File: src/ntt_config.svh
// masked butterfly configuration
`ifndef NTT_CONFIG_SVH
`define NTT_CONFIG_SVH

// ML-DSA modulus and share width
`define NTT_Q 23'd8380417
`define COEFF_W 23

// pipeline depths in clock cycles
`define ADDSUB_LAT 1
`define MULT_LAT 3
`define BF_LAT 5

// APB byte addresses
`define REG_CTRL 8'h00
`define REG_STATUS 8'h04
`define REG_SEED 8'h08
`define REG_OPU0 8'h10
`define REG_OPU1 8'h14
`define REG_OPV0 8'h18
`define REG_OPV1 8'h1C
`define REG_OPW0 8'h20
`define REG_OPW1 8'h24
`define REG_RESU0 8'h30
`define REG_RESU1 8'h34
`define REG_RESV0 8'h38
`define REG_RESV1 8'h3C

`endif
File: src/mldsa_masked_pkg.sv
// masked arithmetic types
`include "ntt_config.svh"

package mldsa_masked_pkg;

    // one arithmetic share, always kept below q
    typedef logic [`COEFF_W-1:0] coeff_t;
    // refresh randomness, reduced below q by the LFSR
    typedef logic [`COEFF_W-1:0] rnd_t;

    typedef logic [7:0] apb_addr_t;
    typedef logic [31:0] apb_data_t;

    typedef enum logic [1:0] {IDLE, RUN, DONE} ctrl_state_t;

    // operands must already be below q
    function automatic coeff_t add_mod_q(input coeff_t x, input coeff_t y);
        logic [`COEFF_W:0] s;
        s = x + y;
        if (s >= `NTT_Q) s = s - `NTT_Q;
        return s[`COEFF_W-1:0];
    endfunction

    function automatic coeff_t sub_mod_q(input coeff_t x, input coeff_t y);
        logic [`COEFF_W:0] d;
        d = {1'b0, x} - {1'b0, y};
        // borrow wraps, adding q brings the low bits back into range
        if (x < y) d = d + `NTT_Q;
        return d[`COEFF_W-1:0];
    endfunction

endpackage

File: src/rnd_lfsr.sv
// refresh randomness LFSR
`include "ntt_config.svh"

module rnd_lfsr
    import mldsa_masked_pkg::*;
(
    input  logic      clk,
    input  logic      reset_n,
    input  logic      load_i,
    input  apb_data_t seed_i,
    output rnd_t      rnd_add_o,
    output rnd_t      rnd_sub_o,
    output rnd_t      rnd_mul_o
);

    // x^32 + x^30 + x^26 + x^25 + 1, right shifting Galois form
    localparam apb_data_t POLY = 32'hA300_0000;
    localparam apb_data_t SEED_DEFAULT = 32'h6A09_E667;

    apb_data_t state;

    function automatic rnd_t reduce_q(input logic [`COEFF_W-1:0] x);
        return (x >= `NTT_Q) ? rnd_t'(x - `NTT_Q) : x;
    endfunction

    always_ff @(posedge clk or negedge reset_n) begin
        if (!reset_n) begin
            state <= SEED_DEFAULT;
        end else if (load_i) begin
            // all-zero state would lock up
            state <= (seed_i == '0) ? SEED_DEFAULT : seed_i;
        end else begin
            state <= {1'b0, state[31:1]} ^ (state[0] ? POLY : '0);
        end
    end

    // overlapping windows, each pulled below q
    assign rnd_add_o = reduce_q(state[22:0]);
    assign rnd_sub_o = reduce_q(state[27:5]);
    assign rnd_mul_o = reduce_q(state[31:9]);

endmodule

File: config.mk
export PLATFORM = sky130hd
export DESIGN_NAME = rnd_lfsr
export DESIGN_NICKNAME = d
export VERILOG_FILES = /design/src/mldsa_masked_pkg.sv /design/src/rnd_lfsr.sv
export VERILOG_INCLUDE_DIRS = /design/src
export SDC_FILE = /design/constraint.sdc
export NUM_CORES = 1
export LEC_CHECK = 0
export BUFFER_PORTS_ARGS = -buffer_cell sky130_fd_sc_hd__buf_2
export CELL_PAD_IN_SITES_DETAIL_PLACEMENT = 0
export CELL_PAD_IN_SITES_GLOBAL_PLACEMENT = 1
export CORE_ASPECT_RATIO = 1.25
export CORE_MARGIN = 8
export CORE_UTILIZATION = 36
export DETAILED_ROUTE_END_ITERATION = 10
export PLACE_DENSITY = 0.9
export SYNTH_ARGS = -nofsm -noshare
export SYNTH_HDL_FRONTEND = slang
export SYNTH_SLANG_ARGS = --single-unit
File: constraint.sdc
create_clock -name clk -period 3.4 [get_ports clk]
set_clock_uncertainty 0.2 [all_clocks]
set_input_delay 0.34 -clock clk [delete_from_list [all_inputs] [get_ports clk]]
set_output_delay 0.34 -clock clk [all_outputs]
set_load 0.02 [all_outputs]
Word level (Yosys, flattened, before mapping)

Cells that the tools add are included.

Bits in read-only memories: 0
Bits in latches: 0
RAM bits: 0
Output and inout port bits: 69
Memories: 0
Register bits after elaboration: 32

Multipliers: 0
Reductions and logical operators: 1
Shift-type cells: 0
Add/subtract/negate cells: 3
Bitwise logic cells: 1
$lt $le $gt $ge: 3
Equality and inequality tests: 0
Multiplexer cells: 6
Div/mod/pow operators: 0

Operator list:

| cell                                         | count |
|---|---|
| 32-bit 2-to-1 mux                            | 3 |
| 23-bit >= comparator (second input constant) | 3 |
| 23-bit 2-to-1 mux                            | 3 |
| 23-bit subtractor (second input constant)    | 3 |
| 32-bit logical NOT                           | 1 |
| 31-bit by 32-bit XOR with 32-bit output      | 1 |

Depth between registers and ports, before layout

Gate-level depths: netlist of run 1.

Depth in word-level cells: 3
Mapped depth: 9

Worst setup path after synthesis of run 1

No wires, ideal clock.

Path kind: register -> output
Start point: reg state[19]
End point: out rnd_add_o[10]
Required time: 2.860 ns
Slack: 0.578 ns
Cell stages (with the launch flop): 7
Arrival time: 2.282 ns
Path buffers: 2
Cell sequence: dfstp_2 > buf_2 > nand4_1 > or4_1 > buf_2 > a31o_2 > o31ai_1

Longest elaborated chain between the ends: 2

Ends and longest elaborated chain:

| what                                  | line           | text |
|---|---|---|
| from (decl)                           | rnd_lfsr.sv:20 | `apb_data_t state;` |
| from (signal assigned)                | rnd_lfsr.sv:31 | `state <= (seed_i == '0) ? SEED_DEFAULT : seed_i;` |
| from (signal assigned)                | rnd_lfsr.sv:33 | `state <= {1'b0, state[31:1]} ^ (state[0] ? POLY : '0);` |
| 23-bit >= comparator (no source line) | --             |  |
| 23-bit 2-to-1 mux                     | rnd_lfsr.sv:23 | `` return (x >= `NTT_Q) ? rnd_t'(x - `NTT_Q) : x; `` |
| to (decl)                             | rnd_lfsr.sv:11 | `output rnd_t rnd_add_o,` |

Every way passes these cells.

Worst setup path in the final report of run 1

Start point: reg state[5]
End point: out rnd_add_o[10]

Longest elaborated chain between the ends: 2
Elaborated cells between the ends (all ways): 3

Ends and longest elaborated chain:

| what                                                                              | line |
|---|---|
| 23-bit subtractor (no source line) / 23-bit >= comparator (equally long branches) | -- |
| 23-bit 2-to-1 mux *                                                               | rnd_lfsr.sv:23 |

Mark *: on every way between the ends. The rest lies on a longest branch, timed or not.

==> results.sh, run 1 <==
export IMPL_dpl_cell_count=515
export IMPL_die_area_mm2=0.0107
export IMPL_dr_first_iter_drc_count=207
export IMPL_largest_register="state"
export IMPL_wirelength_mm=9.34
export IMPL_finalPower_mw=1.36
export IMPL_initial_core_util_pct=37.2
export IMPL_reg_top3="state: 32 flops"
export IMPL_crit_fanout=6
export IMPL_vias=2851
export IMPL_slew_headroom_pct=40.6
export IMPL_syn_avg_cell_area_um2=8.12
export IMPL_status="completed"
export IMPL_hold_viol=0
export IMPL_synth_seq_area_share_pct=30.0
export IMPL_r2r_cells=2
export IMPL_power_frac_comb_pct=32.1
export IMPL_synthTopCellsByArea="dfstp_2 (15%), dfrtp_1 (15%), xnor2_1 (9.0%)"
export IMPL_final_design_area_no_fill_mm2=0.00344
export IMPL_pwr_share_seq_pct=37.8
export IMPL_largest_reg_flops=32
export IMPL_grtUsageTotal_pct=17.2
export IMPL_critPathArrivalTime_ps=2730
export IMPL_root_buffer="clkbuf_8"
export IMPL_core_area_mm2=0.00736
export IMPL_grt_pass1_vias=2915
export IMPL_cts_buffers=5
export IMPL_ir_worst_vdd_uv=206
export IMPL_syn_area_mm2=0.00274
export IMPL_antenna_left=0
export IMPL_synthMuxAreaShare_pct=4.52
export IMPL_holdPathStages=3
export IMPL_layout_cells_non_filler=524
export IMPL_yosys_warnings=0
export IMPL_power_density_mw_per_mm2=395
export IMPL_routed_via_density=5.44
export IMPL_cts_tree="yes"
export IMPL_synth_top_family_by_area="simple AND/OR/NAND/NOR gates"
export IMPL_crit_required_ps=2860
export IMPL_die_h_um=113
export IMPL_htreeDepth=2
export IMPL_synth_xor_xnor_area_share_pct=9.60
export IMPL_fin_crit_ps=3270
export IMPL_p_leak_nw=1.41
export IMPL_dp_hpwl_mm=7.46
export IMPL_ys_seq_elements=32
export IMPL_maxSlewViolCount=0
export IMPL_grt_max_degree=54
export IMPL_gp_congestion=0.895
export IMPL_clkTransAtPathRegs_ps=70
export IMPL_fmax_mhz=306
export IMPL_diodes=0
export IMPL_die_w_um=94.0
export IMPL_crit_type="register to output port"
export IMPL_drc=0
export IMPL_setup_slack_ps=132
export IMPL_maxCapViolCount=0
export IMPL_cts_buffer_depth=2
export IMPL_yosysUniqueCellTypes=48
export IMPL_synth_top_area_share_pct=15.4
export IMPL_routedWlPerCell_um=17.8
export IMPL_synthSimpleGateAreaFrac_pct=31.9
export IMPL_setup_tns_final_ps=0
export IMPL_place_area_mm2=0.00329
export IMPL_final_nets=474
export IMPL_synthAdderAreaFrac_pct=3.66
export IMPL_detail_route_first_pass_iterations=4
export IMPL_crit_path_end_kind="output port"
export IMPL_synthToLayoutAreaGrowth_pct=25.5
export IMPL_grt_overflow_total=0
export IMPL_antenna_found_initial=0
export IMPL_hold_path_class="input port to register"
export IMPL_p_sw_share_pct=36.5
export IMPL_setup_viol=0
export IMPL_critPathLaunchType="register"
export IMPL_ios=104
export IMPL_netSwitchingPower_mw=0.496
export IMPL_min_period_over_period_pct=96.1
export IMPL_drive_gt1_share_pct=37.5
export IMPL_synth_largest_area_cell="dfstp_2"
export IMPL_portBuffers=103
export IMPL_rows=35
export IMPL_worst_pin_slew_ps=891
export IMPL_place_ws_ps=485
export IMPL_grt_pass1_wl_mm=14.9
export IMPL_synthCells=337
export IMPL_internal_power_mw=0.861
export IMPL_clock_sinks=32
export IMPL_syn_nets=380
export IMPL_clockPowerShare_pct=30.1
export IMPL_rsz0062_at_grt="no"
export IMPL_synth_compound_area_share_pct=14.4
export IMPL_fillers=747
export IMPL_insertion_delay_ps=280
-- metrics by stage --
step | hold WS [ps] | utilization, %
3_5_place_dp | 236 | 44.8
4_1_cts | 81.4 | 46.6
3_3_place_gp | 233 | 44.8
5_1_grt | 99.8 | 46.7
2_1_floorplan | -156 | -
6_report | 89.5 | 46.7
-- cell usage after synthesis, drive strengths merged --
| cell | number |
|---|---|
| nor4 | 17 |
| a211oi | 1 |
| a31oi | 4 |
| or3b | 3 |
| or3 | 1 |
| nor2b | 5 |
| o41a | 1 |
| o21ai | 21 |
| xnor2 | 28 |
| o31ai | 3 |
| and2 | 27 |
| xor2 | 2 |
| mux2 | 11 |
| o31a | 1 |
| a21o | 2 |
| a21boi | 2 |
| a31o | 2 |
| nand3b | 2 |
| nor2 | 38 |
| a2111oi | 1 |
| and3 | 1 |
| clkbuf | 12 |
| nand3 | 16 |
| dfrtp | 16 |
| nor3 | 9 |
| nor3b | 2 |
| nand2 | 27 |
| a41oi | 2 |
| a21bo | 1 |
| a21oi | 17 |
| or4 | 2 |
| inv | 9 |
| o41ai | 1 |
| nand2b | 1 |
| buf | 12 |
| dfstp | 16 |
| nand4 | 13 |
| ha | 8 |
-- critical path, stage by stage (launching register included) --
cell and delay (ps):
dfstp_2 390, inv_1 190, ha_1 250, nor3b_1 210
buf_4 200, nand2_1 60, o21ai_0 590, o21ai_0 190
o31ai_1 130, buf_2 230
-- per-layer routing --
layer / vias to the layer above / global-route usage [%] / share of wire, %
met4: 0 / 7.74 / 2.8
met3: 21 / 3.42 / 6.6
met5: - / 0 / 0
li1: 1372 / - / -
met2: 99 / 30.0 / 52
met1: 1359 / 19.6 / 39
-- timing repair --
item                                    4_1_cts  5_1_grt
hold buffers                                  1        0
endpoints found under the setup margin        0        8
resized for setup                             0        2
setup buffers                                 0        0
endpoints found under the hold margin        16        0
-- layout by cell type (no fill, tap or decap), types with 2 or more instances in the layout --
master | synthesis | routed
a21o_1 | 2 | 2
a21oi_1 | 17 | 17
a31oi_1 | 3 | 3
and2_1 | 27 | 27
buf_2 | 6 | 103
buf_4 | 2 | 7
clkbuf_8 | 0 | 7
dfrtp_1 | 16 | 16
dfstp_2 | 16 | 16
ha_1 | 8 | 8
inv_1 | 9 | 9
mux2_2 | 11 | 11
nand2_1 | 27 | 27
nand3_1 | 15 | 15
nand3b_1 | 2 | 2
nand4_1 | 13 | 13
nor2_1 | 38 | 37
nor2b_1 | 5 | 5
nor3_1 | 9 | 9
nor3b_1 | 2 | 2
nor4_1 | 14 | 14
nor4_2 | 3 | 3
o21ai_0 | 21 | 21
o31ai_1 | 3 | 3
or3b_2 | 3 | 3
xnor2_1 | 28 | 28
xor2_1 | 2 | 2
-- final cells by class --
class	count	area [um2]	area share [%]
Multi-Input combinational cell	272	1760	51.3
Sequential cell	32	821	23.9
Timing Repair Buffer	111	578	16.8
Tap cell	92	115	3.35
Clock buffer	7	96.3	2.80
Inverter	9	33.8	0.983
Clock inverter	1	30.0	0.874
-- kinds of logic (layout without fill, tap and decap cells) --
| logic type | count (synthesis) | in the layout |
|---|---|---|
| and+or+nand+nor | 164 | 164 |
| xor gates and xnor gates | 30 | 30 |
| adders and majority gates | 8 | 8 |
| DFF | 32 | 32 |
| buffers and inverters | 33 | 128 |
| AOI/OAI and AO/OA | 59 | 59 |
| muxes | 11 | 11 |
-- path summary, 6_finish.rpt --
check                                     end       from  slack, ps
worst max-delay path            rnd_add_o[10]   state[5]        130
worst min-delay path                 state[4]  seed_i[4]         90
worst max register to register      state[11]  state[12]       2030
worst min register to register       state[1]   state[2]        340
max in group asynchronous           state[26]    reset_n       2080
min in group asynchronous            state[8]    reset_n        450
-- power groups by stage --
stage | Sequential, mW | Combinational [mW] | Clock, mW
6_report | 0.513 | 0.436 | 0.408
2_1_floorplan | 0.462 | 0.321 | 0
3_5_place_dp | 0.517 | 0.437 | 0
3_3_place_gp | 0.515 | 0.435 | 0
4_1_cts | 0.510 | 0.440 | 0.415
5_1_grt | 0.521 | 0.473 | 0.429
(Power assumes the default switching activity.)
==> run 2: changes to the inputs <==
--- a/config.mk
+++ b/config.mk
@@ -6,14 +6,17 @@
 export SDC_FILE = /design/constraint.sdc
 export NUM_CORES = 1
 export LEC_CHECK = 0
+export ABC_AREA = 1
 export BUFFER_PORTS_ARGS = -buffer_cell sky130_fd_sc_hd__buf_2
 export CELL_PAD_IN_SITES_DETAIL_PLACEMENT = 0
 export CELL_PAD_IN_SITES_GLOBAL_PLACEMENT = 1
 export CORE_ASPECT_RATIO = 1.25
 export CORE_MARGIN = 8
 export CORE_UTILIZATION = 36
+export CTS_CLUSTER_DIAMETER = 30
 export DETAILED_ROUTE_END_ITERATION = 10
-export PLACE_DENSITY = 0.9
+export PLACE_DENSITY = 0.89
+export SLEW_MARGIN = 10
 export SYNTH_ARGS = -nofsm -noshare
 export SYNTH_HDL_FRONTEND = slang
 export SYNTH_SLANG_ARGS = --single-unit
==> run 2 against run 1 <==
Compared with the run above: clock power increased by 6.9%; sequential share of layout area down 5.5 points; final cell count grew 61%; non-clock buffer count fell by 5; synthesized cell count up 86%; wire length rose by 38%; fmax increased by 4.9%; global-route usage grew 0.84 points; worst hold slack worse by 9.6 ps; combinational power rose by 26%; critical path type unchanged.
==> results.sh, run 2 <==
export IMPL_status="completed"
export IMPL_multi_input_area_mm2=0.00253
export IMPL_vias=4184
export IMPL_ir_worst_vdd_uv=267
export IMPL_grt_overflow_total=0
export IMPL_root_buffer="clkbuf_16"
export IMPL_p_leak_nw=2.31
export IMPL_power_density_mw_per_mm2=337
export IMPL_dr_first_iter_drc_count=237
export IMPL_die_h_um=131
export IMPL_synth_largest_area_cell="nand2_1"
export IMPL_crit_path_end_kind="output port"
export IMPL_maxSlewViolCount=0
export IMPL_crit_type="register to output port"
export IMPL_core_area_mm2=0.0105
export IMPL_setup_slack_ps=284
export IMPL_final_common_cell="nand2_1"
export IMPL_grtUsageTotal_pct=18.1
export IMPL_min_period_over_period_pct=91.7
export IMPL_htreeDepth=2
export IMPL_hp_start="seed_i[23]"
export IMPL_fmax_mhz=321
export IMPL_ys_top_cells_by_count="nand2_1 (182), nor2_1 (117), inv_1 (68)"
export IMPL_syn_avg_cell_area_um2=6.07
export IMPL_reg_top3="state: 32 flops"
export IMPL_insertion_delay_ps=280
export IMPL_r2r_end="state[24]"
export IMPL_synth_compound_area_share_pct=7.49
export IMPL_crit_required_ps=2860
export IMPL_antenna_found_initial=0
export IMPL_drc=0
export IMPL_r2r_start="state[0]"
export IMPL_synthMuxAreaShare_pct=0
export IMPL_ys_seq_elements=32
export IMPL_synth_xor_xnor_area_share_pct=6.89
export IMPL_setup_viol=0
export IMPL_die_w_um=108
export IMPL_fillers=1146
export IMPL_synth_edf_count=0
export IMPL_reg2reg_slack_ps=2090
export IMPL_largest_register="state"
export IMPL_synthSimpleGateAreaFrac_pct=49.1
export IMPL_setup_tns_final_ps=0
export IMPL_routedWlPerCell_um=15.3
export IMPL_worst_pin_slew_ps=690
export IMPL_maxCapViolCount=0
export IMPL_synthTopCellsByArea="nand2_1 (18%), nor2_1 (12%), dfstp_2 (11%)"
export IMPL_hold_viol=0
export IMPL_synthAdderAreaFrac_pct=2.63
export IMPL_drive_gt1_share_pct=25.6
export IMPL_gp_congestion=0.967
export IMPL_slew_headroom_pct=54.0
export IMPL_largest_reg_flops=32
export IMPL_synthToLayoutAreaGrowth_pct=17.2
export IMPL_routed_via_density=4.95
export IMPL_yosys_warnings=0
export IMPL_syn_nets=671
export IMPL_final_design_area_no_fill_mm2=0.00447
export IMPL_most_common_layout_cells="nand2_1 (182), nor2_1 (117), buf_2 (103)"
export IMPL_diodes=0
export IMPL_yosysUniqueCellTypes=34
export IMPL_rows=42
export IMPL_place_ws_ps=552
export IMPL_synth_top_family_by_area="simple AND/OR/NAND/NOR gates"
export IMPL_grt_pass1_wl_mm=20.3
export IMPL_holdPathStages=3
export IMPL_synth_most_common_cell="nand2_1"
export IMPL_wirelength_mm=12.9
export IMPL_fin_crit_ps=3120
export IMPL_synthArstFlopShare_pct=100
export IMPL_synth_top_area_share_pct=17.9
export IMPL_critPathLaunchType="register"
export IMPL_place_area_mm2=0.00430
export IMPL_hold_path_class="input port to register"
export IMPL_antenna_left=0
export IMPL_clock_sinks=32
export IMPL_grt_pass1_vias=4069
export IMPL_detail_route_first_pass_iterations=5
export IMPL_min_to="state[23]"
export IMPL_r2r_cells=4
export IMPL_cts_buffers=5
export IMPL_clkTransAtPathRegs_ps=50
export IMPL_synth_flop_cell="dfstp_2"
export IMPL_synthCells=628
export IMPL_postCtsSetupRepairBufs=0
export IMPL_portBuffers=103
export IMPL_cts_tree="yes"
export IMPL_rsz0062_at_grt="no"
export IMPL_dp_hpwl_mm=10.6
export IMPL_grt_max_degree=56
export IMPL_cts_buffer_depth=2
export IMPL_final_nets=756
export IMPL_crit_fanout=13
export IMPL_initial_core_util_pct=36.4
export IMPL_syn_area_mm2=0.00381
export IMPL_critPathArrivalTime_ps=2580
export IMPL_die_area_mm2=0.0142
export IMPL_ff_latch_area_um2=821
export IMPL_ios=104
export IMPL_synth_seq_area_share_pct=21.5
==> run 2: metrics by stage <==
step	cells	total power [mW]	util, %	hold WS, ps
detailed placement	837	1.08	41.2	220
global route	846	1.59	42.7	86.5
finish	846	1.51	42.7	79.8
floorplan	628	0.883	-	-156
CTS	846	1.51	42.6	75.4
global placement	837	1.07	41.2	211
==> run 2: how the worst max path moves through the flow <==
stage / from / endpoint / slack [ps] / cells past startpoint
2_1_floorplan: state[6] / rnd_add_o[13] / 1100 / 7
3_3_place_gp: state[10] / rnd_add_o[10] / 650 / 11
3_5_place_dp: state[10] / rnd_add_o[12] / 550 / 11
4_1_cts: state[10] / rnd_add_o[12] / 240 / 11
5_1_grt: state[10] / rnd_add_o[3] / 40 / 11
6_report: state[10] / rnd_add_o[12] / 280 / 11
==> run 2: kinds of logic (layout without fill, tap and decap cells) <==
kind of cell / after synthesis / in the layout
compound gates: 49 / 49
xor+xnor: 30 / 30
fa+ha+maj: 8 / 8
buf+inv: 99 / 185
flops: 32 / 32
simple gates: 410 / 410
==> run 2: worst max-delay path: stages, from the launching register on <==
cell and delay (ps):
dfstp_2 600, inv_1 150, ha_1 270, nand2_1 190, inv_1 80, nand2_1 60, nor2_1 40, nand2_1 350
nand3_4 220, nand2_1 120, nand2_1 50, buf_2 160
==> run 2: final cells by class <==
class / count / area share [%]
multi-input combinational: 497 / 56.6
sequential: 32 / 18.4
timing repair buffer: 106 / 12.1
inverter: 71 / 6.02
tap: 132 / 3.70
clock buffer: 5 / 2.80
clock inverter: 3 / 0.420
==> run 2: repair_timing <==
item                                    4_1_cts  5_1_grt
hold buffers                                  1        0
gates resized for setup                       0        1
endpoints found under the hold margin        16        0
endpoints found under the setup margin        0       11
==> run 2: routing by layer <==
layer / up-vias / GRT usage [%] / routed length (um)
li1: 2137 / - / -
met1: 1913 / 21.4 / 5420
met2: 112 / 31.7 / 6460
met3: 22 / 2.85 / 680
met4: 0 / 7.28 / 337
met5: - / 0 / 0
==> run 2: report_power, final <==
group          switching, mW  internal (mW)
clock                  0.167          0.269
combinational          0.362          0.186
sequential            0.0884          0.433
total                  0.617          0.888
==> run 3: changes to the inputs <==
--- a/config.mk
+++ b/config.mk
@@ -12,10 +12,11 @@
 export CELL_PAD_IN_SITES_GLOBAL_PLACEMENT = 1
 export CORE_ASPECT_RATIO = 1.25
 export CORE_MARGIN = 8
-export CORE_UTILIZATION = 36
+export CORE_UTILIZATION = 35
 export CTS_CLUSTER_DIAMETER = 30
 export DETAILED_ROUTE_END_ITERATION = 10
-export PLACE_DENSITY = 0.89
+export GPL_TIMING_DRIVEN = 0
+export PLACE_DENSITY = 0.87
 export SLEW_MARGIN = 10
 export SYNTH_ARGS = -nofsm -noshare
 export SYNTH_HDL_FRONTEND = slang
==> run 3 against run 2 <==
Compared with the run above: worst hold slack better by 3.2 ps; register-to-register slack got worse by 40 ps; first-iteration DRC count fell by 24%; fmax up 1.7%; final cell count grew 3.0%; sequential share of layout area down 0.67 points; critical endpoint is now rnd_add_o[2].
==> results.sh, run 3 (synthesis gave the netlist of run 2 again) <==
export IMPL_status="completed"
export IMPL_worst_pin_slew_ps=675
export IMPL_largest_reg_flops=32
export IMPL_drive_gt1_share_pct=27.1
export IMPL_dr_first_iter_drc_count=181
export IMPL_worstPathCellList="inv_2 > ha_1 > nand2_1 > inv_1 > nand2_1 > nor2_1 > nand2_1 > nand3_2 > buf_6 > nand2_1 > nand2_1 > buf_2"
export IMPL_portBuffers=102
export IMPL_antenna_found_initial=0
export IMPL_final_common_cell="nand2_1"
export IMPL_crit_required_ps=2860
export IMPL_routedWlPerCell_um=15.9
export IMPL_use_met2_pct=33.9
export IMPL_cts_buffers=5
export IMPL_postCtsSetupRepairBufs=0
export IMPL_grt_pass1_vias=4436
export IMPL_ios=104
export IMPL_maxCapViolCount=0
export IMPL_critPathBufInv=4
export IMPL_fillers=1185
export IMPL_setup_viol=0
export IMPL_die_w_um=109
export IMPL_wirelength_mm=13.8
export IMPL_largest_register="state"
export IMPL_grt_overflow_total=0
export IMPL_finalPower_mw=1.52
export IMPL_crit_fanout=10
export IMPL_root_buffer="clkbuf_16"
export IMPL_grtUsageTotal_pct=19.1
export IMPL_hold_viol=0
export IMPL_final_nets=781
export IMPL_gp_congestion=0.946
export IMPL_crit_slowest_cell="dfstp_2"
export IMPL_power_frac_comb_pct=40.2
export IMPL_die_h_um=133
export IMPL_htreeDepth=2
export IMPL_core_area_mm2=0.0106
export IMPL_grt_max_degree=33
export IMPL_ir_worst_vdd_uv=178
export IMPL_hold_path_class="input port to register"
export IMPL_grt_pass1_wl_mm=22.0
export IMPL_clkTransAtPathRegs_ps=50
export IMPL_p_sw_share_pct=40.4
export IMPL_dp_hpwl_mm=11.5
export IMPL_pwr_share_seq_pct=32.0
export IMPL_critPathLaunchType="register"
export IMPL_internal_power_mw=0.903
export IMPL_slew_headroom_pct=55.0
export IMPL_reg_top3="state: 32 flops"
export IMPL_drc=0
export IMPL_busiest_layer="met2"
export IMPL_diodes=0
export IMPL_maxSlewViolCount=0
export IMPL_clock_sinks=32
export IMPL_insertion_delay_ps=270
export IMPL_detail_route_first_pass_iterations=4
export IMPL_fin_crit_ps=3060
export IMPL_min_period_over_period_pct=90.1
export IMPL_cp_common_cell="nand2_1"
export IMPL_routed_via_density=4.86
export IMPL_power_density_mw_per_mm2=327
export IMPL_cpLargestDelayFamily="simple AND/OR/NAND/NOR gates"
export IMPL_cts_buffer_depth=2
export IMPL_setup_tns_final_ps=0
export IMPL_rows=42
export IMPL_fmax_mhz=327
export IMPL_most_common_layout_cells="nand2_1 (182), nor2_1 (117), buf_2 (113)"
export IMPL_netSwitchingPower_mw=0.612
export IMPL_cts_tree="yes"
export IMPL_die_area_mm2=0.0145
export IMPL_crit_path_end_kind="output port"
export IMPL_clockPowerShare_pct=27.8
export IMPL_initial_core_util_pct=35.9
export IMPL_grtUsageMet3_pct=2.58
export IMPL_vias=4231
export IMPL_slowest_delay_ps=670
export IMPL_antenna_left=0
export IMPL_synthToLayoutAreaGrowth_pct=21.6
export IMPL_met1_usage_pct=22.0
export IMPL_critPathArrivalTime_ps=2520
export IMPL_p_leak_nw=2.40
export IMPL_rsz0062_at_grt="no"
export IMPL_crit_type="register to output port"
==> run 3: cell count changes in the layout (fill, tap and decap cells not counted) <==
cell,change
buf_2,+10
buf_6,+6
clkbuf_1,+5
buf_1,+3
buf_12,+1
buf_4,+1
buf_8,+1
clkinv_2,-1
clkinv_4,-1
nand3_2,+1
nand3_4,-1
==> run 3: worst reg2reg max path, stage by stage, from the launching register on <==
cell and delay, ps:
dfstp_2 510, buf_2 200, inv_1 190, o21ai_0 180
==> run 3: per-stage QoR <==
| step | hold WS, ps | utilization (%) | cells | cell area (um2) | setup slack (ps) |
|---|---|---|---|---|---|
| 2_1_floorplan | -156 | - | 628 | 3810 | 1100 |
| 3_3_place_gp | 214 | 42.3 | 862 | 4490 | 650 |
| 3_5_place_dp | 218 | 42.3 | 862 | 4490 | 663 |
| 4_1_cts | 79.4 | 43.7 | 871 | 4630 | 359 |
| 5_1_grt | 81.0 | 43.7 | 871 | 4630 | 204 |
| 6_report | 83.0 | 43.7 | 871 | 4630 | 337 |
==> run 3: final timing paths <==
path,from,end,slack [ps],cells after the start
worst min register to register,state[1],state[0],320,2
worst max-delay path,state[9],rnd_add_o[2],340,12
worst max register to register,state[19],state[18],2050,3
worst min-delay path,seed_i[23],state[23],80,3
max in group asynchronous,reset_n,state[4],2120,2
min in group asynchronous,reset_n,state[26],430,2
==> run 3: routing by layer <==
layer	vias to the layer above	wire (um)
met2	97	7150
met4	0	282
li1	2183	-
met5	-	0
met3	17	683
met1	1934	5730
==> run 3: power groups by stage <==
stage	combinational [mW]	clock [mW]	sequential, mW
2_1_floorplan	0.412	0	0.470
3_3_place_gp	0.607	0	0.487
3_5_place_dp	0.612	0	0.489
4_1_cts	0.615	0.429	0.484
5_1_grt	0.669	0.440	0.490
6_report	0.610	0.421	0.485
==> run 3: area by class of cell <==
class	count	area, um2	area share [%]
Clock buffer	7	133	2.86
Sequential cell	32	821	17.7
Tap cell	132	165	3.56
Inverter	71	269	5.80
Clock inverter	1	5.00	0.108
Timing Repair Buffer	103	520	11.2
Buffer	28	203	4.37
Multi-Input combinational cell	497	2520	54.3
==> run 3: repair_timing <==
item | in CTS | in global routing
endpoints found under the hold margin | 16 | 0
resized for setup | 0 | 0
hold buffers | 1 | 0
